`src/include/fcvt_defines.svh`:
```
/*
 * Format converter constants
 * Field widths and biases of binary32 and binary16, the internal
 * exponent and mantissa widths, the user tag width and the number
 * of register stages in the converter pipeline.
 */

`ifndef FCVT_DEFINES_SVH
`define FCVT_DEFINES_SVH

// ------------------------------------------------------------
// binary32 (single)
// ------------------------------------------------------------
`define FCVT_W32 32   // Total width
`define FCVT_E32 8    // Exponent bits
`define FCVT_M32 23   // Mantissa bits, no hidden bit
`define FCVT_B32 127  // Exponent bias

// ------------------------------------------------------------
// binary16 (half)
// ------------------------------------------------------------
`define FCVT_W16 16
`define FCVT_E16 5
`define FCVT_M16 10
`define FCVT_B16 15

// Internal datapath
`define FCVT_TAG_W 4   // User tag
`define FCVT_EXP_W 10  // Signed unbiased exponent, covers smallest half subnormal
`define FCVT_MAN_W 24  // Normalized mantissa incl. hidden bit

`define FCVT_STAGES 2  // Register stages from request to response

`endif

```
`src/verilog/fcvt_pkg.sv`:
```
/*
 * Format converter shared types
 * Rounding mode and direction encodings, status flags, operand
 * classification and the payload structs that move between the
 * decode, execute and result stages.
 */

`include "fcvt_defines.svh"

package fcvt_pkg;

  // Same encoding as the RISC-V frm field
  typedef enum logic [2:0] {
    RNE = 3'b000,
    RTZ = 3'b001,
    RDN = 3'b010,
    RUP = 3'b011,
    RMM = 3'b100
  } roundmode_e;

  typedef enum logic {
    F2H = 1'b0,  // binary32 to binary16
    H2F = 1'b1   // binary16 to binary32
  } op_e;

  typedef struct packed {
    logic NV;  // Invalid
    logic OF;  // Overflow
    logic UF;  // Underflow
    logic NX;  // Inexact
  } status_t;

  typedef struct packed {
    logic is_zero;
    logic is_subnormal;
    logic is_normal;
    logic is_inf;
    logic is_nan;
    logic is_signalling;
    logic is_boxed;  // Half operand properly NaN-boxed
  } fp_info_t;

  // ------------------------------------------------------------
  // Stage payloads
  // ------------------------------------------------------------
  typedef struct packed {
    logic [`FCVT_W32-1:0]   operand;  // Half sits in the low 16 bits
    op_e                    op;
    roundmode_e             rnd_mode;
    logic [`FCVT_TAG_W-1:0] tag;
  } request_t;

  typedef struct packed {
    logic                          sign;
    logic signed [`FCVT_EXP_W-1:0] exponent;  // Unbiased
    logic [`FCVT_MAN_W-1:0]        mantissa;  // Hidden bit at MSB
    fp_info_t                      info;
    op_e                           op;
    roundmode_e                    rnd_mode;
    logic [`FCVT_TAG_W-1:0]        tag;
  } decoded_t;

  typedef struct packed {
    logic [`FCVT_W32-2:0]   magnitude;   // {exp, man} of destination, right aligned
    logic                   round_bit;
    logic                   sticky_bit;
    logic                   of_before;   // Overflow before rounding
    logic                   uf_before;   // Tiny before rounding
    fp_info_t               info;
    logic                   sign;
    op_e                    op;
    roundmode_e             rnd_mode;
    logic [`FCVT_TAG_W-1:0] tag;
  } cast_t;

  typedef struct packed {
    logic [`FCVT_W32-1:0]   result;  // Half results NaN-boxed
    status_t                status;
    logic [`FCVT_TAG_W-1:0] tag;
  } result_t;

endpackage

```
`src/verilog/fcvt_cast.sv`:
```
/*
 * Format converter execute stage
 * Rebiases the exponent for the destination format. Narrowing
 * saturates overflows and denormalizes tiny values, producing the
 * half magnitude with round and sticky bits. Widening is exact and
 * builds the single magnitude directly.
 */

`timescale 1ns/10ps
`include "fcvt_defines.svh"

module fcvt_cast (
  input  fcvt_pkg::decoded_t dec_i,
  output fcvt_pkg::cast_t    cast_o
);

  localparam int unsigned PRE_W   = `FCVT_MAN_W + `FCVT_M16 + 1;  // Mantissa plus shift room
  localparam int unsigned SHAMT_W = $clog2(`FCVT_M16 + 2);
  localparam logic signed [`FCVT_EXP_W-1:0] BIAS16    = `FCVT_B16;
  localparam logic signed [`FCVT_EXP_W-1:0] BIAS32    = `FCVT_B32;
  localparam logic signed [`FCVT_EXP_W-1:0] MAX_EXP16 = (1 << `FCVT_E16) - 1;  // Inf exponent
  localparam logic signed [`FCVT_EXP_W-1:0] MIN_EXP16 = -`FCVT_M16;

  logic signed [`FCVT_EXP_W-1:0] dst_exp16;
  logic signed [`FCVT_EXP_W-1:0] dst_exp32;
  logic [`FCVT_E16-1:0]          final_exp16;
  logic [`FCVT_M16-1:0]          final_man16;
  logic [PRE_W-1:0]              pre_mant;
  logic [PRE_W-1:0]              dst_mant;
  logic [SHAMT_W-1:0]            shamt;      // Denormalization shift
  logic                          rnd16;
  logic                          stk16;
  logic                          of_before;
  logic                          uf_before;
  logic [`FCVT_W32-2:0]          abs32;

  // Rebias for both destinations
  assign dst_exp16 = dec_i.exponent + BIAS16;
  assign dst_exp32 = dec_i.exponent + BIAS32;

  // ------------------------------------------------------------
  // Narrowing adjustments
  // ------------------------------------------------------------
  always_comb begin : narrow_adjust
    final_exp16 = dst_exp16[`FCVT_E16-1:0];  // Lower bits as is
    pre_mant    = {dec_i.mantissa, {(`FCVT_M16+1){1'b0}}};
    shamt       = '0;
    of_before   = 1'b0;
    uf_before   = 1'b0;
    if ((dst_exp16 >= MAX_EXP16) || dec_i.info.is_inf) begin
      final_exp16 = {{(`FCVT_E16-1){1'b1}}, 1'b0};  // Largest normal
      pre_mant    = '1;                             // Max mantissa, R and S set
      of_before   = 1'b1;
    end else if (dst_exp16 < 1) begin
      final_exp16 = '0;
      uf_before   = 1'b1;
      if (dst_exp16 >= MIN_EXP16) begin
        shamt = SHAMT_W'(1 - dst_exp16);
      end else begin
        // Below half the smallest subnormal, everything lands in sticky
        pre_mant = {{(PRE_W-1){1'b0}}, |dec_i.mantissa};
      end
    end
  end

  assign dst_mant = pre_mant >> shamt;

  // Drop hidden bit, keep mantissa and round bit
  assign {final_man16, rnd16} = dst_mant[PRE_W-2 -: `FCVT_M16+1];
  assign stk16                = |dst_mant[`FCVT_MAN_W-2:0];

  // Widening never rounds, infinity needs its own exponent
  assign abs32 = dec_i.info.is_inf
               ? {{`FCVT_E32{1'b1}}, {`FCVT_M32{1'b0}}}
               : {dst_exp32[`FCVT_E32-1:0], dec_i.mantissa[`FCVT_M32-1:0]};

  always_comb begin : pack_cast
    cast_o.info     = dec_i.info;
    cast_o.sign     = dec_i.sign;
    cast_o.op       = dec_i.op;
    cast_o.rnd_mode = dec_i.rnd_mode;
    cast_o.tag      = dec_i.tag;
    if (dec_i.op == fcvt_pkg::F2H) begin
      cast_o.magnitude  = {{(`FCVT_W32-`FCVT_W16){1'b0}}, final_exp16, final_man16};
      cast_o.round_bit  = rnd16;
      cast_o.sticky_bit = stk16;
      cast_o.of_before  = of_before;
      cast_o.uf_before  = uf_before;
    end else begin
      cast_o.magnitude  = abs32;
      cast_o.round_bit  = 1'b0;
      cast_o.sticky_bit = 1'b0;
      cast_o.of_before  = 1'b0;
      cast_o.uf_before  = 1'b0;
    end
  end

endmodule

```
`src/verilog/fcvt_classify.sv`:
```
/*
 * Format converter decode stage
 * Picks the source format by op, checks NaN-boxing of half operands
 * and classifies the operand. Half subnormals are renormalized with
 * a leading zero count so the execute stage sees a normal mantissa.
 */

`timescale 1ns/10ps
`include "fcvt_defines.svh"

module fcvt_classify (
  input  fcvt_pkg::request_t req_i,
  output fcvt_pkg::decoded_t dec_o
);

  localparam int unsigned LZC_W = $clog2(`FCVT_M16 + 2);  // Counts 0 to M16+1
  localparam logic signed [`FCVT_EXP_W-1:0] BIAS32 = `FCVT_B32;
  localparam logic signed [`FCVT_EXP_W-1:0] BIAS16 = `FCVT_B16;

  logic [`FCVT_E32-1:0]          exp32;
  logic [`FCVT_M32-1:0]          man32;
  logic [`FCVT_E16-1:0]          exp16;
  logic [`FCVT_M16-1:0]          man16;
  logic                          boxed;
  logic                          exp_zero;
  logic                          exp_ones;
  logic                          man_zero;
  logic                          quiet_bit;  // Mantissa MSB
  fcvt_pkg::fp_info_t            info;
  logic [`FCVT_M16:0]            enc_man16;  // With hidden bit
  logic [LZC_W-1:0]              lz_cnt;
  logic [`FCVT_M16:0]            norm_man16;
  logic signed [`FCVT_EXP_W-1:0] exp_ub32;
  logic signed [`FCVT_EXP_W-1:0] exp_ub16;

  assign exp32 = req_i.operand[`FCVT_W32-2 -: `FCVT_E32];
  assign man32 = req_i.operand[`FCVT_M32-1:0];
  assign exp16 = req_i.operand[`FCVT_W16-2 -: `FCVT_E16];
  assign man16 = req_i.operand[`FCVT_M16-1:0];

  // Single operands are always boxed, halves need ones above
  assign boxed = (req_i.op == fcvt_pkg::F2H) | (&req_i.operand[`FCVT_W32-1:`FCVT_W16]);

  always_comb begin : field_flags
    if (req_i.op == fcvt_pkg::F2H) begin
      exp_zero  = ~|exp32;
      exp_ones  = &exp32;
      man_zero  = ~|man32;
      quiet_bit = man32[`FCVT_M32-1];
    end else begin
      exp_zero  = ~|exp16;
      exp_ones  = &exp16;
      man_zero  = ~|man16;
      quiet_bit = man16[`FCVT_M16-1];
    end
  end

  // ------------------------------------------------------------
  // Classification
  // ------------------------------------------------------------
  assign info.is_zero       = boxed & exp_zero & man_zero;
  assign info.is_subnormal  = boxed & exp_zero & ~man_zero;
  assign info.is_normal     = boxed & ~exp_zero & ~exp_ones;
  assign info.is_inf        = boxed & exp_ones & man_zero;
  assign info.is_nan        = ~boxed | (exp_ones & ~man_zero);  // Unboxed reads as qNaN
  assign info.is_signalling = boxed & exp_ones & ~man_zero & ~quiet_bit;
  assign info.is_boxed      = boxed;

  // Leading zero count over the half mantissa
  assign enc_man16 = {info.is_normal, man16};

  always_comb begin : lzc16
    lz_cnt = LZC_W'(`FCVT_M16 + 1);  // All zero
    for (int i = 0; i <= `FCVT_M16; i++) begin
      if (enc_man16[i]) lz_cnt = LZC_W'(`FCVT_M16 - i);  // Highest set bit wins
    end
  end

  assign norm_man16 = enc_man16 << lz_cnt;

  // Unbias, subnormals use exponent 1 and half ones shift left
  assign exp_ub32 = $signed({2'b00, exp32})
                  + $signed({{(`FCVT_EXP_W-1){1'b0}}, info.is_subnormal})
                  - BIAS32;
  assign exp_ub16 = $signed({{(`FCVT_EXP_W-`FCVT_E16){1'b0}}, exp16})
                  + $signed({{(`FCVT_EXP_W-1){1'b0}}, info.is_subnormal})
                  - $signed({{(`FCVT_EXP_W-LZC_W){1'b0}}, lz_cnt})
                  - BIAS16;

  always_comb begin : pack_decoded
    dec_o.info     = info;
    dec_o.op       = req_i.op;
    dec_o.rnd_mode = req_i.rnd_mode;
    dec_o.tag      = req_i.tag;
    if (req_i.op == fcvt_pkg::F2H) begin
      dec_o.sign     = req_i.operand[`FCVT_W32-1];
      dec_o.exponent = exp_ub32;
      dec_o.mantissa = {info.is_normal, man32};  // Single subnormals stay as they are
    end else begin
      dec_o.sign     = req_i.operand[`FCVT_W16-1];
      dec_o.exponent = exp_ub16;
      dec_o.mantissa = {norm_man16, {(`FCVT_MAN_W-`FCVT_M16-1){1'b0}}};  // Left aligned
    end
  end

endmodule

```
`src/verilog/fcvt_round_select.sv`:
```
/*
 * Format converter result stage
 * Rounds narrowed magnitudes by mode, classifies the rounded value
 * for overflow and underflow, picks special results for zeros and
 * NaNs and returns the flags with a NaN-boxed half result.
 */

`timescale 1ns/10ps
`include "fcvt_defines.svh"

module fcvt_round_select (
  input  fcvt_pkg::cast_t   cast_i,
  output fcvt_pkg::result_t rsp_o
);

  localparam int unsigned ABS16_W = `FCVT_W16 - 1;
  localparam logic [`FCVT_W32-`FCVT_W16-1:0] BOX = '1;
  localparam logic [`FCVT_W16-1:0] QNAN16 =
      {1'b0, {`FCVT_E16{1'b1}}, 1'b1, {(`FCVT_M16-1){1'b0}}};
  localparam logic [`FCVT_W32-1:0] QNAN32 =
      {1'b0, {`FCVT_E32{1'b1}}, 1'b1, {(`FCVT_M32-1){1'b0}}};

  logic [ABS16_W-1:0]   abs16;
  logic [ABS16_W-1:0]   rounded16;
  logic                 round_up;
  logic                 inexact;
  logic                 of_after;
  logic                 uf_after;
  logic                 overflow;
  logic                 special;
  logic [`FCVT_W32-1:0] regular_res;
  logic [`FCVT_W32-1:0] special_res;
  fcvt_pkg::status_t    regular_st;
  fcvt_pkg::status_t    special_st;

  assign abs16   = cast_i.magnitude[ABS16_W-1:0];
  assign inexact = cast_i.round_bit | cast_i.sticky_bit;

  // ------------------------------------------------------------
  // Rounding, half destination only
  // ------------------------------------------------------------
  always_comb begin : round_decision
    case (cast_i.rnd_mode)
      fcvt_pkg::RNE: round_up = cast_i.round_bit & (cast_i.sticky_bit | abs16[0]);  // Ties even
      fcvt_pkg::RTZ: round_up = 1'b0;
      fcvt_pkg::RDN: round_up = inexact & cast_i.sign;   // Away from zero if negative
      fcvt_pkg::RUP: round_up = inexact & ~cast_i.sign;
      fcvt_pkg::RMM: round_up = cast_i.round_bit;        // Ties away
      default:       round_up = 1'b0;
    endcase
  end

  // Carry may ripple into the exponent
  assign rounded16 = abs16 + ABS16_W'(round_up);

  always_comb begin : post_round
    if (cast_i.op == fcvt_pkg::F2H) begin
      of_after    = &rounded16[ABS16_W-1 -: `FCVT_E16];
      uf_after    = ~|rounded16[ABS16_W-1 -: `FCVT_E16];
      regular_res = {BOX, cast_i.sign, rounded16};
      special_res = cast_i.info.is_zero ? {BOX, cast_i.sign, {ABS16_W{1'b0}}}
                                        : {BOX, QNAN16};
    end else begin
      of_after    = &cast_i.magnitude[`FCVT_W32-2 -: `FCVT_E32];
      uf_after    = ~|cast_i.magnitude[`FCVT_W32-2 -: `FCVT_E32];
      regular_res = {cast_i.sign, cast_i.magnitude};  // Exact
      special_res = cast_i.info.is_zero ? {cast_i.sign, {(`FCVT_W32-1){1'b0}}} : QNAN32;
    end
  end

  // Infinity inputs are not an overflow
  assign overflow = ~cast_i.info.is_inf & (cast_i.of_before | of_after);

  assign regular_st.NV = 1'b0;
  assign regular_st.OF = overflow;
  assign regular_st.UF = cast_i.uf_before & uf_after & inexact;  // Tiny after rounding
  assign regular_st.NX = inexact | overflow;

  // Zeros, NaNs and unboxed halves bypass the regular path
  assign special    = cast_i.info.is_zero | cast_i.info.is_nan | ~cast_i.info.is_boxed;
  assign special_st = '{NV: cast_i.info.is_signalling, default: 1'b0};

  assign rsp_o.result = special ? special_res : regular_res;
  assign rsp_o.status = special ? special_st : regular_st;
  assign rsp_o.tag    = cast_i.tag;

endmodule

```
`src/verilog/fcvt_stage.sv`:
```
/*
 * Elastic pipeline register
 * One valid/ready slot for any payload type. Accepts when empty
 * or when the downstream side takes the current entry.
 */

`timescale 1ns/10ps

module fcvt_stage #(
  parameter type payload_t = logic
) (
  input  logic     clk_i,
  input  logic     rst_n_i,
  // Upstream
  input  logic     valid_i,
  output logic     ready_o,
  input  payload_t data_i,
  // Downstream
  output logic     valid_o,
  input  logic     ready_i,
  output payload_t data_o
);

  logic     valid_q;
  payload_t data_q;

  assign ready_o = ~valid_q | ready_i;  // Empty or draining

  always_ff @(posedge clk_i or negedge rst_n_i) begin : valid_reg
    if (!rst_n_i) begin
      valid_q <= 1'b0;
    end else if (ready_o) begin
      valid_q <= valid_i;
    end
  end

  // Load only on accept
  always_ff @(posedge clk_i) begin : data_reg
    if (valid_i && ready_o) begin
      data_q <= data_i;
    end
  end

  assign valid_o = valid_q;
  assign data_o  = data_q;

endmodule

```
`src/verilog/fcvt_top.sv`:
```
/*
 * Floating-point format converter
 * binary32 to binary16 and back with IEEE rounding and flags.
 * Decode, register, execute and round, register. Fixed latency of
 * two stages with valid/ready back-pressure.
 */

`timescale 1ns/10ps

module fcvt_top (
  input  logic               clk_i,
  input  logic               rst_n_i,
  // Request side
  input  fcvt_pkg::request_t req_i,
  input  logic               in_valid_i,
  output logic               in_ready_o,
  // Response side
  output fcvt_pkg::result_t  rsp_o,
  output logic               out_valid_o,
  input  logic               out_ready_i,
  // Something in flight
  output logic               busy_o
);

  fcvt_pkg::decoded_t dec_d;
  fcvt_pkg::decoded_t dec_q;
  fcvt_pkg::cast_t    cast;
  fcvt_pkg::result_t  rsp_d;
  logic               s0_valid;
  logic               s0_ready;  // Stage 1 can take data

  fcvt_classify u_classify (
    .req_i ( req_i ),
    .dec_o ( dec_d )
  );

  // ------------------------------------------------------------
  // Stage 0 after decode
  // ------------------------------------------------------------
  fcvt_stage #(
    .payload_t ( fcvt_pkg::decoded_t )
  ) u_stage0 (
    .clk_i   ( clk_i      ),
    .rst_n_i ( rst_n_i    ),
    .valid_i ( in_valid_i ),
    .ready_o ( in_ready_o ),
    .data_i  ( dec_d      ),
    .valid_o ( s0_valid   ),
    .ready_i ( s0_ready   ),
    .data_o  ( dec_q      )
  );

  fcvt_cast u_cast (
    .dec_i  ( dec_q ),
    .cast_o ( cast  )
  );

  fcvt_round_select u_round_select (
    .cast_i ( cast  ),
    .rsp_o  ( rsp_d )
  );

  // Stage 1 drives the response
  fcvt_stage #(
    .payload_t ( fcvt_pkg::result_t )
  ) u_stage1 (
    .clk_i   ( clk_i       ),
    .rst_n_i ( rst_n_i     ),
    .valid_i ( s0_valid    ),
    .ready_o ( s0_ready    ),
    .data_i  ( rsp_d       ),
    .valid_o ( out_valid_o ),
    .ready_i ( out_ready_i ),
    .data_o  ( rsp_o       )
  );

  assign busy_o = s0_valid | out_valid_o;

endmodule
```
`config.mk`:
```
export PLATFORM = sky130hd
export DESIGN_NAME = fcvt_top
export DESIGN_NICKNAME = d
export VERILOG_FILES = /design/src/verilog/fcvt_pkg.sv /design/src/verilog/fcvt_cast.sv /design/src/verilog/fcvt_classify.sv /design/src/verilog/fcvt_round_select.sv /design/src/verilog/fcvt_stage.sv /design/src/verilog/fcvt_top.sv
export VERILOG_INCLUDE_DIRS = /design/src /design/src/include
export SDC_FILE = /design/constraint.sdc
export NUM_CORES = 1
export LEC_CHECK = 0
export BUFFER_PORTS_ARGS = -buffer_cell sky130_fd_sc_hd__clkbuf_2
export CORE_ASPECT_RATIO = 0.8
export CORE_MARGIN = 10
export CORE_UTILIZATION = 47
export CTS_BUF_LIST = sky130_fd_sc_hd__clkbuf_4
export DETAILED_ROUTE_END_ITERATION = 6
export GPL_TIMING_DRIVEN = 1
export MAX_ROUTING_LAYER = met4
export PLACE_DENSITY = 0.69
export SYNTH_ARGS = -nofsm -noshare
export SYNTH_HDL_FRONTEND = slang
export SYNTH_SLANG_ARGS = --single-unit
export TNS_END_PERCENT = 30
```
`constraint.sdc`:
```
create_clock -name clk_i -period 5.4 [get_ports clk_i]
set_input_delay 1.08 -clock clk_i [delete_from_list [all_inputs] [get_ports clk_i]]
set_output_delay 1.08 -clock clk_i [all_outputs]
set_load 0.1 [all_outputs]
```
# --- Word-level counts from Yosys, hierarchy flattened ---
# Cells that the tools add are included.
op_classes:
  bitwise: 38
  n_addsub: 9
  n_reduce_logical: 23
  order_cmp: 3
  n_eq_ne: 3
  n_shift: 2
  muxes: 37
ops:
  columns: ["operator", "count"]
  rows:
  - ["2-to-1 mux 35 bit", 5]
  - ["2-to-1 mux 32 bit", 4]
  - ["OR reduction 23 bit", 2]
  - ["2-to-1 mux 4 bit", 11]
  - [">> shifter 35 x 4 -> 34 bit", 1]
  - ["2-to-1 mux 31 bit", 1]
  - ["OR reduction 24 bit", 1]
  - ["AND 1 bit", 16]
  - ["2-to-1 mux 16 bit", 1]
  - ["AND reduction 16 bit", 1]
  - ["AND reduction 8 bit", 2]
  - ["OR reduction 8 bit", 2]
  - ["adder 15 x 1 -> 15 bit", 1]
  - ["NOT 1 bit", 11]
  - ["OR 1 bit", 11]
  - ["<< shifter 11 x 4 -> 11 bit", 1]
  - ["adder 10 x 5 -> 10 bit, second input constant", 1]
  - [">= comparator 10 x 5 -> 1 bit, second input constant", 1]
  - [">= comparator 10 x 6 -> 1 bit, second input constant", 1]
  - ["< comparator 10 x 2 -> 1 bit, second input constant", 1]
  - ["2-to-1 mux 1 bit", 10]
  - ["2-to-1 mux 5 bit", 2]
  - ["AND reduction 5 bit", 2]
  - ["OR reduction 10 bit", 1]
  - ["other kinds (16)", 25]
totals:
  wordCells: 135
  output_inout_bits: 43
  in_bits: 44
  regBits: 90

# --- Longest topological paths before layout ---
# Gate-level depths: netlist of the first run.
logic_depth:
  ltp_word: 17
  mapped_depth: 26
  depth_no_buf: 22

# --- By module ---
# Synthesis of the first run repeated with hierarchy kept, for this count alone.
unflattened:
  cells_unflattened: 787
  area_unflattened_um2: 7247.0
modules_own_cells:
  columns: ["module", "area_each_um2", "n_inst", "seq_area_each_um2", "cells_per_inst"]
  rows:
  - ["fcvt_cast", 1845.5, 1, 0.0, 292]
  - ["fcvt_classify", 1711.6, 1, 0.0, 253]
  - ["fcvt_stage (u_stage0)", 1555.2, 1, 1526.5, 54]
  - ["fcvt_stage (u_stage1)", 1255.0, 1, 1226.2, 44]
  - ["fcvt_round_select", 873.3, 1, 0.0, 143]
  - ["fcvt_top", 6.3, 1, 0.0, 1]

# --- Worst setup path after synthesis of the first run ---
# No wires, ideal clock.
synth_timing:
  path_type: "register -> register"
  from: "reg u_stage0.data_q (netlist bit u_stage0.data_o[39])"
  to: "reg u_stage1.data_q (netlist bit u_stage1.data_o[4]), data pin"
  n_path_buf: 3
  path_stages_with_launch: 25
  t_arrival_ns: 5.318
  period_less_slack_ns: 5.586
  required_time_ns: 5.132
  setup_ns: 0.268
  setup_slack_ns: -0.186
  cell_sequence: "edfxtp_1 buf_2 inv_1 ha_1 buf_4 or4bb_1 a21oi_4 o22ai_4 or4_4 a21oi_2 clkbuf_1 nand3b_1 a31oi_1 a2111oi_0 nor4b_1 o31ai_1 a2bb2oi_1 nor3_1 ha_1 ha_1 nand2_1 nor3_1 mux2_1 a41oi_1 o31ai_1"
synth_via:
  elab_chain_cells: 17
  word_cells_on_any_way: 33
  cone_classes: "add/sub (4); order compare (3); shift (1); mux (13); bitwise (8); reduce/logical (4)"
synth_rtl:
  columns: ["element", "line", "text"]
  rows:
  - ["from (decl)", "fcvt_stage.sv:25", "payload_t data_q;"]
  - ["from (signal assigned)", "fcvt_stage.sv:40", "data_q <= data_i;"]
  - ["adder 10 x 5 -> 10 bit", "fcvt_cast.sv:38", "assign dst_exp16 = dec_i.exponent + BIAS16;"]
  - [">= comparator 10 x 5 -> 1 bit or subtractor 2 x 4 -> 4 bit (tied branches)", "fcvt_cast.sv:57, fcvt_cast.sv:58", null]
  - ["2-to-1 mux 35 bit or 2-to-1 mux 4 bit (tied branches)", "fcvt_cast.sv:57", "if (dst_exp16 >= MIN_EXP16) begin"]
  - ["2-to-1 mux 35 bit or 2-to-1 mux 4 bit (tied branches)", "fcvt_cast.sv:54", "end else if (dst_exp16 < 1) begin"]
  - ["2-to-1 mux 35 bit or 2-to-1 mux 4 bit (tied branches)", "fcvt_cast.sv:50", "if ((dst_exp16 >= MAX_EXP16) || dec_i.info.is_inf) begin"]
  - [">> shifter 35 x 4 -> 34 bit", "fcvt_cast.sv:66", "assign dst_mant = pre_mant >> shamt;"]
  - ["OR reduction 23 bit", "fcvt_cast.sv:70", "assign stk16 = |dst_mant[`FCVT_MAN_W-2:0];"]
  - ["2-to-1 mux 35 bit *", "fcvt_cast.sv:83", "if (dec_i.op == fcvt_pkg::F2H) begin"]
  - ["OR 1 bit (on tied branches)", "fcvt_round_select.sv:37, fcvt_round_select.sv:44", null]
  - ["AND 1 bit (on tied branches)", "fcvt_round_select.sv:47, fcvt_round_select.sv:44, fcvt_round_select.sv:46", null]
  - ["case mux 1 bit (4 select lines)", "fcvt_round_select.sv:43", "case (cast_i.rnd_mode)"]
  - ["adder 15 x 1 -> 15 bit", "fcvt_round_select.sv:54", "assign rounded16 = abs16 + ABS16_W'(round_up);"]
  - ["AND reduction 5 bit", "fcvt_round_select.sv:58", "of_after = &rounded16[ABS16_W-1 -: `FCVT_E16];"]
  - ["2-to-1 mux 1 bit", "fcvt_round_select.sv:57", "if (cast_i.op == fcvt_pkg::F2H) begin"]
  - ["OR 1 bit", "fcvt_round_select.sv:72", "assign overflow = ~cast_i.info.is_inf & (cast_i.of_before | of_after);"]
  - ["AND 1 bit", "fcvt_round_select.sv:72", null]
  - ["OR 1 bit *", "fcvt_round_select.sv:77", "assign regular_st.NX = inexact | overflow;"]
  - ["to (signal assigned)", "fcvt_stage.sv:40", null]
  - ["to (decl)", "fcvt_stage.sv:25", null]
# Mark *: on every way between the ends. The rest lies on a longest branch, timed or not.
# A chain may end at the register's enable or synchronous reset.

==> impl_metrics.yaml, run 1 <==
synthesis:
  ys_seq_elements: 90
  synthArstFlopShare_pct: 2.222
  yosys_warnings: 0
  ys_types: 94
  synthCells: 774
  synthFlopType: "edfxtp_1"
  synth_edf_count: 88
  syn_area_mm2: 0.007098
  syn-num-nets: 841
  ys_seq_area_share_pct: 37.93
  synth_area_per_cell_um2: 9.171
sta:
  fin_crit_ps: 5220
  relSlewSlack_pct: 32.88
  fin_skew_ps: 23.53
  setup_viol: 0
  holdWs_ps: 339.1
  finalHoldViolations: 0
  setup_tns_ps: 0
  tightest_slew_ps: 1007
  slew_viol_final: 0
  period_share_pct: 96.67
  max_freq_mhz: 191.6
  setup_ws_ps: 180.1
  rsz0062_at_grt: "true"
routing:
  vias_per_cell: 6.066
  drtPass1Iterations: 7
  finalWirelength_um: 21660
  wire_per_inst_um: 19.50
  drt_iter0_markers: 499
  ant_nets: 0
  vias: 6739
  drc: 0
floorplan:
  rows: 40
  die_h_um: 129.9
  dieArea_mm2: 0.02045
  ioPinCount: 87
  core_mm2: 0.01491
  die_w_um: 157.4
  initial_core_util_pct: 47.59
placement:
  place_ws_ps: 29.51
  gp_congestion: 0.9865
  dp_hpwl_um: 17020
  dp_cells: 1084
  numPortBuffers: 86
pwr:
  power_mw: 2.052
  clkPwrFrac_pct: 18.1
  power_density_mw_per_mm2: 237.5
  combPwrFrac_pct: 38.7
  peakVddDrop_uv: 120.1
  switchingPower_uw: 848.2
  leakagePower_nw: 3.220
  switching_share_pct: 41.34
  intPower_mw: 1.204
  seq_power_share_pct: 43.3
run:
  maxCapViolations: 0
clock_network:
  cts-root-buf: "clkbuf_4"
  clock_latency_ps: 490
  clock_path_buffers: 2
  htree_num_levels: 3
  cts_buffers: 9
  cts_hold_buf: 0
  cts.sinks: 90
  clkTransAtPathRegs_ps: 160
  cts_tree: "yes"
critical_path:
  cp-start-kind: "flip-flop"
  crit_required_ps: 5730
  cp_max_fo: 6
  worstSetupEndpointType: "flip-flop"
  r2r_setup_slack_ps: 180
  crit_type: "reg -> reg"
  arrival_ps: 5550
worst_hold_path:
  hp-class: "in -> async"
final_layout:
  final_nets: 983
  instances_no_fill: 1111
  final_layout_size_suffix_gt1_share_pct: 30.18
  syn_to_final_growth_pct: 21.72
grt:
  antenna_found_initial: 1
  grt_overflow: 0
  grt_pass1_wl_um: 33420
  grt_max_degree: 49
  grt_util_all_layers_pct: 21.30
  grt_pass1_vias: 6243
outcome:
  status: "finished clean"
[registers in the layout, summed over array words and instances, names as in the netlist]
register,count
u_stage1.valid_o,1
u_stage0.data_o,48
u_stage0.valid_o,1
u_stage1.data_o,40
[path summary, 6_finish.rpt]
| kind | start | endpoint | cells past startpoint |
|---|---|---|---|
| worst min register to register | u_stage0.data_o[1] | u_stage1.data_o[1] | 0 |
| worst max register to register | u_stage0.data_o[41] | u_stage1.data_o[22] | 22 |
| min in group clk_i | u_stage0.data_o[1] | u_stage1.data_o[1] | 0 |
| max in group asynchronous | rst_n_i | u_stage1.valid_o | 1 |
| worst min-delay path | rst_n_i | u_stage0.valid_o | 1 |
| worst max-delay path | u_stage0.data_o[41] | u_stage1.data_o[22] | 22 |
[critical path, stage by stage, from the launching register on]
cell and delay [ps]:
edfxtp_1 530, buf_6 180, nor3b_4 280, buf_6 160, xnor2_2 120, nand3_2 160, or4_4 590, a21oi_4 280
buf_6 150, buf_4 140, mux2i_1 120, a21oi_2 200, nor4b_2 80, o31ai_2 280, a2bb2oi_2 90, nor3_2 210
ha_2 240, ha_4 150, nand2_4 60, or2_4 250, o21a_1 180, or3_1 360, a221oi_2 230
[timing repair]
| item | 4_1_cts | 5_1_grt |
|---|---|---|
| setup buffers | 0 | 11 |
| endpoints found under the setup margin | 0 | 16 |
| gates resized for setup | 0 | 58 |
[cells by family after synthesis]
kind of cell | count (synthesis) | share of synthesized area (%)
simple gates | 332 | 24.94
compound gates | 209 | 21.52
flops | 90 | 37.93
buf+inv | 69 | 4.424
xor+xnor | 33 | 4.389
fa+ha+maj | 23 | 4.160
mux | 18 | 2.626
[final cells by class]
| type | instances | area (um^2) |
|---|---|---|
| antenna | 1 | 2.502 |
| clock buffer | 9 | 67.56 |
| clock inverter | 7 | 76.32 |
| fill | 1355 | 6275 |
| inverter | 25 | 93.84 |
| multi-input combinational | 615 | 4349 |
| sequential | 90 | 2693 |
| tap | 189 | 236.5 |
| timing repair buffer | 175 | 1121 |
[power by group through the flow]
stage               registers (mW)  logic, mW  clock network [mW]
floorplan                     1.04      0.377                   0
global placement             0.900      0.749                   0
detailed placement           0.901      0.746                   0
CTS                          0.884      0.749               0.381
global route                 0.893      0.848               0.407
finish                       0.888      0.793               0.370
[routing by layer]
layer  wire length [um]  GRT usage, %  vias to the layer above
met3               1540         4.112                       47
met1               9919         28.49                     3167
met4                680         7.794                        0
met2               9521         31.57                      288
met5                  0             -                        -
li1                   -             -                     3237
[layout by cell type (no fill, tap or decap), types with 11 or more instances in the layout]
cell and instances:
mux2i_1 12, nand3_1 32, nor3_1 21, buf_4 83, o21a_1 11, nand2_1 64, o21ai_0 36, and2_1 12
inv_1 23, xnor2_1 20, ha_1 19, nor2_1 71, clkbuf_2 86, edfxtp_1 88, nor4_1 25, nand2b_1 15
nor2b_1 21, a21oi_1 40
[stage by stage]
stage	util, %	area, um^2
2_1_floorplan	-	7126
3_3_place_gp	54.76	8167
3_5_place_dp	54.76	8167
4_1_cts	55.72	8310
5_1_grt	57.93	8640
6_report	57.93	8640
[Yosys cell counts (15+ instances only)]
library cell,count,area share (%)
a21oi_1,41,2.9
clkbuf_1,26,1.4
edfxtp_1,88,37
ha_1,22,3.9
inv_1,25,1.3
nand2_1,65,3.4
nand2b_1,15,1.3
nand3_1,33,2.3
nor2_1,73,3.9
nor2b_1,21,1.9
nor3_1,25,1.8
nor4_1,27,2.4
o21ai_0,39,2.7
xnor2_1,21,2.6
(Power assumes the default switching activity.)
==> run 2: changes to the inputs <==
--- a/config.mk
+++ b/config.mk
@@ -15,6 +15,7 @@
 export GPL_TIMING_DRIVEN = 1
 export MAX_ROUTING_LAYER = met4
 export PLACE_DENSITY = 0.69
+export REMOVE_ABC_BUFFERS = 1
 export SYNTH_ARGS = -nofsm -noshare
 export SYNTH_HDL_FRONTEND = slang
 export SYNTH_SLANG_ARGS = --single-unit
==> run 2 against run 1 <==
Against the previous run:
- the flow now finishes with violations (design-rule violations)
- cell area grew 1.2%
- sequential power hardly changed
- fmax decreased by 0.74%
- via count grew 0.68%
- clock skew up 10 ps
- cell count grew 0.36%
- non-clock buffer count up 3
- wire length increased by 2.8%
- die area did not move
- critical path type unchanged
- largest power group unchanged
- highest routed layer unchanged
==> impl_metrics.yaml, run 2 (same netlist as run 1, synthesis figures left out) <==
outcome:
  status: "finished with violations"
  violations: "design-rule violations"
floorplan:
  die_w_um: 157.4
  dieArea_mm2: 0.02045
  core_mm2: 0.01491
  initial_core_util_pct: 47.59
  ioPinCount: 87
  die_h_um: 129.9
  rows: 40
clock_network:
  clock_path_buffers: 2
  cts.sinks: 90
  clkTransAtPathRegs_ps: 150
  cts-root-buf: "clkbuf_4"
  cts_buffers: 9
  htree_num_levels: 3
  cts_tree: "yes"
  clock_latency_ps: 490
grt:
  antenna_found_initial: 1
  grt_pass1_wl_um: 33960
  grt_util_all_layers_pct: 21.54
  grt_pass1_vias: 6263
  grt_overflow: 0
  grt_max_degree: 49
routing:
  wl_met1_um: 10100
  met3_length_um: 1836
  finalWirelength_um: 22260
  drtPass1Iterations: 7
  vias: 6785
  top_layer: "met4"
  dr_wl_met2_um: 9686
  drt_iter0_markers: 502
  wire_per_inst_um: 19.97
  vias_per_cell: 6.085
  ant_nets: 0
  drc: 1
critical_path:
  crit_chain: "buf_4, or4_4, a41o_2, a21oi_4, buf_4, nor4_2, buf_4, a211oi_2, buf_4, buf_4, a211oi_1, a21oi_2, nor4b_4, o31ai_2, a2bb2oi_2, nor3_2, ha_1, ha_1, nand2_1, nor3_2, mux2_1, a41oi_2, o31ai_1"
  crit_family: "compound AO/OA/AOI/OAI gates"
  crit_type: "reg -> reg"
  worstSetupEndpointType: "flip-flop"
  crit_path_frequent_cell: "buf_4"
  arrival_ps: 5480
  cp_max_fo: 12
  cp_num_buf_inv: 5
  rr_endpoint: "u_stage1.data_o[4]"
  rr_startpoint: "u_stage0.data_o[39]"
  ff2ff_path_depth: 23
  r2r_setup_slack_ps: 140
  critPathSlowestCell: "or4_4"
  cp-start-kind: "flip-flop"
  cpPeakStageDelay_ps: 560
  crit_required_ps: 5620
final_layout:
  final_layout_size_suffix_gt1_share_pct: 30.38
  instances_no_fill: 1115
  layout_commonest_cell: "buf_4"
  largest_reg_flops: 48
  syn_to_final_growth_pct: 23.14
  final_nets: 987
  seq_area_mm2: 0.002693
  multi_input_area_mm2: 0.004424
  final_area_mm2: 0.008741
  final_cell_mix: "90 x buf_4, 88 x edfxtp_1, 86 x clkbuf_2, 72 x nor2_1, 65 x nand2_1"
  fillCellCount: 1345
sta:
  fin_skew_ps: 33.55
  relSlewSlack_pct: 29.33
  period_share_pct: 97.38
  max_freq_mhz: 190.2
  holdWs_ps: 350.4
  rsz0062_at_grt: "true"
  finalHoldViolations: 0
  setup_viol: 0
  slew_viol_final: 0
  fin_crit_ps: 5259
  tightest_slew_ps: 1060
pwr:
  switchingPower_uw: 862.4
  seq_power_share_pct: 42.1
  power_mw: 2.114
  leakagePower_nw: 3.257
  peakVddDrop_uv: 100.9
  combPwrFrac_pct: 38.4
  switching_share_pct: 40.79
  power_density_mw_per_mm2: 241.9
  intPower_mw: 1.252
  clkPwrFrac_pct: 19.5
placement:
  dp_hpwl_um: 16970
  place_area_mm2: 0.008115
  numPortBuffers: 86
  gp_congestion: 1.020
  dp_cells: 1079
run:
  maxCapViolations: 0
worst_hold_path:
  hp-class: "in -> async"
-- run 2: cell count changes in the layout (fill, tap and decap cells not counted), sizes merged --
cell / previous run / this run
bufinv: 0 / 1
clkinv: 2 / 3
inv: 30 / 28
buf: 89 / 92
a21oi: 46 / 47
-- run 2: worst max path at each step --
stage	end	depth (start not counted)	startpoint
after floorplan	u_stage1.data_o[4]	22	u_stage0.data_o[39]
after global placement	u_stage1.data_o[4]	23	u_stage0.data_o[39]
final	u_stage1.data_o[4]	23	u_stage0.data_o[39]
after global routing	u_stage1.data_o[4]	23	u_stage0.data_o[39]
after CTS	u_stage1.data_o[4]	23	u_stage0.data_o[40]
after detailed placement	u_stage1.data_o[4]	23	u_stage0.data_o[40]
-- run 2: per-layer routing --
| metal | track usage, % | vias up |
|---|---|---|
| met4 | 7.409 | 0 |
| met3 | 4.243 | 50 |
| met5 | - | - |
| li1 | - | 3247 |
| met2 | 30.62 | 326 |
| met1 | 29.98 | 3162 |
-- run 2: worst reg2reg max path: stages (launching register included) --
cell       delay, ps
edfxtp_1         430
buf_4            220
or4_4            560
a41o_2           390
a21oi_4          250
buf_4            160
nor4_2            40
buf_4            150
a211oi_2         260
buf_4            160
buf_4            100
a211oi_1          50
a21oi_2          160
nor4b_4           70
o31ai_2          280
a2bb2oi_2        110
nor3_2           180
ha_1             210
ha_1             160
nand2_1          100
nor3_2           260
mux2_1           380
a41oi_2          210
o31ai_1          100
-- run 2: per-stage QoR --
stage / setup TNS (ps) / util [%] / worst slack [ps]
2_1_floorplan: -617.9 / - / -242.4
3_3_place_gp: 0 / 54.41 / 103.9
3_5_place_dp: -409.6 / 54.41 / -170.8
4_1_cts: 0 / 55.65 / 28.60
5_1_grt: -280.5 / 58.61 / -108.1
6_report: 0 / 58.61 / 141.3
-- run 2: layout make-up --
cell class	count	share of cell area, %
multi-input cells	616	50.62
inverters	25	1.074
repair buffers	178	13.01
clock buffers	9	0.7730
clock inverters	7	0.9877
diodes	1	0.02863
flip-flops and latches	90	30.80
well taps	189	2.705
-- run 2: power groups by stage --
stage	Sequential (mW)	Clock [mW]	Combinational [mW]
CTS	0.885	0.419	0.747
floorplan	1.06	0	0.337
detailed placement	0.901	0	0.742
finish	0.890	0.413	0.812
global route	0.895	0.444	0.868
global placement	0.900	0	0.743
-- run 2: timing repair --
action | in CTS | in global routing
setup buffers | 0 | 18
gates cloned | 0 | 1
setup endpoints to repair | 5 | 14
pin swaps | 0 | 24
gates resized for setup | 7 | 55
hold buffers | 0 | 0
==> run 3: changes to the inputs <==
--- a/config.mk
+++ b/config.mk
@@ -9,12 +9,12 @@
 export BUFFER_PORTS_ARGS = -buffer_cell sky130_fd_sc_hd__clkbuf_2
 export CORE_ASPECT_RATIO = 0.8
 export CORE_MARGIN = 10
-export CORE_UTILIZATION = 47
+export CORE_UTILIZATION = 48
 export CTS_BUF_LIST = sky130_fd_sc_hd__clkbuf_4
 export DETAILED_ROUTE_END_ITERATION = 6
 export GPL_TIMING_DRIVEN = 1
 export MAX_ROUTING_LAYER = met4
-export PLACE_DENSITY = 0.69
+export PLACE_DENSITY = 0.71
 export REMOVE_ABC_BUFFERS = 1
 export SYNTH_ARGS = -nofsm -noshare
 export SYNTH_HDL_FRONTEND = slang
==> run 3 against run 2 <==
Against the previous run:
- the flow now finishes without violations
- wire length is 3.7% higher
- worst hold slack got worse by 13 ps
- fmax decreased by 1.1%
- highest routed layer unchanged
- global-route usage grew 1.0 points
- combinational power increased by 3.1%
- critical path type unchanged
- power fell by 0.36%
- largest cell class unchanged
==> impl_metrics.yaml, run 3 (same netlist as run 1, synthesis figures left out) <==
run:
  maxCapViolations: 0
clock_network:
  cts_tree: "yes"
  cts_buffers: 9
  clock_latency_ps: 510
  cts-root-buf: "clkbuf_4"
  cts.sinks: 90
  cts_hold_buf: 0
  htree_num_levels: 3
  clock_path_buffers: 2
  clkTransAtPathRegs_ps: 160
critical_path:
  crit_required_ps: 5660
  arrival_ps: 5570
  r2r_setup_slack_ps: 90
  crit_start: "u_stage0.data_o[40]"
  cpPeakStageDelay_ps: 580
  rr_startpoint: "u_stage0.data_o[40]"
  crit_type: "reg -> reg"
  cp_max_fo: 6
  worstSetupEndpointType: "flip-flop"
  ff2ff_path_depth: 23
  rr_endpoint: "u_stage1.data_o[4]"
  cp-start-kind: "flip-flop"
  critPathSlowestCell: "or4_4"
  crit_chain: "inv_2, ha_4, nor3b_4, o21a_1, or4_4, o21ai_4, buf_6, o211ai_1, a2bb2oi_2, nor2_1, a211oi_2, a2111oi_2, nor4b_4, o31ai_2, a2bb2oi_2, nor3_2, ha_2, ha_4, nand2_4, nor3_1, mux2_1, a41oi_2, o31ai_1"
final_layout:
  multi_input_area_mm2: 0.004395
  final_nets: 1004
  layout_commonest_cell: "buf_4"
  syn_to_final_growth_pct: 25.00
  seq_area_mm2: 0.002693
  largest_reg_flops: 48
  final_layout_size_suffix_gt1_share_pct: 32.06
  final_cell_mix: "101 x buf_4, 88 x edfxtp_1, 86 x clkbuf_2, 72 x nor2_1, 64 x nand2_1"
  instances_no_fill: 1127
  fillCellCount: 1229
  fin_util_pct: 61.63
worst_hold_path:
  hp-class: "in -> async"
floorplan:
  dieArea_mm2: 0.02008
  core_mm2: 0.01440
  rows: 39
  ioPinCount: 87
  die_w_um: 156.0
  die_h_um: 128.8
  initial_core_util_pct: 49.31
sta:
  slew_viol_final: 0
  tightest_slew_ps: 924.8
  fin_crit_ps: 5315
  period_share_pct: 98.42
  max_freq_mhz: 188.2
  setup_tns_ps: 0
  rsz0062_at_grt: "true"
  finalHoldViolations: 0
  relSlewSlack_pct: 38.35
  holdWs_ps: 337.2
  setup_viol: 0
  fin_skew_ps: 19.52
routing:
  dr_wl_met2_um: 10120
  drtPass1Iterations: 6
  top_layer: "met4"
  wl_met1_um: 10250
  vias_per_cell: 6.192
  vias: 6978
  drt_iter0_markers: 570
  ant_nets: 0
  drc: 0
  wire_per_inst_um: 20.49
  met3_length_um: 2062
  finalWirelength_um: 23090
grt:
  grt_pass1_vias: 6427
  grt_max_degree: 41
  grt_util_all_layers_pct: 22.56
  grt_overflow: 0
  grt_pass1_wl_um: 35160
  antenna_found_initial: 1
placement:
  gp_congestion: 1.025
  dp_hpwl_um: 17410
  dp_cells: 1085
  numPortBuffers: 86
pwr:
  power_density_mw_per_mm2: 237.5
  peakVddDrop_uv: 127.7
  leakagePower_nw: 3.354
outcome:
  status: "finished clean"
[run 3: cell types whose count changed in the layout (fill, tap and decap cells not counted), sizes merged]
cell	change
dlymetal6s2s	+1
bufinv	-1
buf	+17
a21oi	-1
inv	+1
[run 3: layer usage]
layer	vias to the layer above	GRT usage, %
met1	3222	30.95
met4	0	8.315
met3	53	4.096
met2	428	32.51
li1	3275	-
met5	-	-
[run 3: layout make-up]
cell class	count	share of cell area, %
Clock buffer	9	0.7615
Timing Repair Buffer	196	14.75
Clock inverter	7	0.9167
Antenna cell	1	0.02820
Multi-Input combinational cell	615	49.54
Sequential cell	90	30.35
Tap cell	184	2.595
Inverter	25	1.058
[run 3: how the worst max path moves through the flow]
stage / end / depth (start not counted)
2_1_floorplan: u_stage1.data_o[4] / 22
3_3_place_gp: u_stage1.data_o[22] / 24
3_5_place_dp: u_stage1.data_o[22] / 24
4_1_cts: u_stage1.data_o[22] / 24
5_1_grt: u_stage1.data_o[22] / 24
6_report: u_stage1.data_o[4] / 23
[run 3: per-stage QoR]
| step | setup slack (ps) | total power [mW] | cell area, um^2 |
|---|---|---|---|
| after global routing | -102.8 | 2.202 | 8872 |
| final | 85.46 | 2.107 | 8872 |
| after global placement | 36.36 | 1.661 | 8204 |
| after CTS | 12.92 | 2.044 | 8379 |
| after detailed placement | -81.34 | 1.663 | 8204 |
| after floorplan | -242.4 | 1.394 | 6878 |
[run 3: timing repair]
item	CTS	global route
endpoints found under the hold margin	0	0
pin swaps	0	31
gates resized for setup	2	71
gates cloned	0	1
setup endpoints to repair	4	14
setup buffers	2	25
[run 3: power by group]
part	total, mW	internal [mW]	leakage (nW)	switching, mW
clock	0.382	0.112	0.0805	0.269
combinational	0.837	0.282	2.41	0.555
sequential	0.888	0.834	0.868	0.0539
total	2.11	1.23	3.35	0.878
[run 3: worst max-delay path, delay by kind of cell, from the launching register on]
kind | cells | cell delay (ps)
AOI/OAI and AO/OA | 10 | 1870
adders and majority gates | 3 | 550
buffers and inverters | 2 | 230
DFF | 1 | 410
muxes | 1 | 390
and+or+nand+nor | 7 | 1620
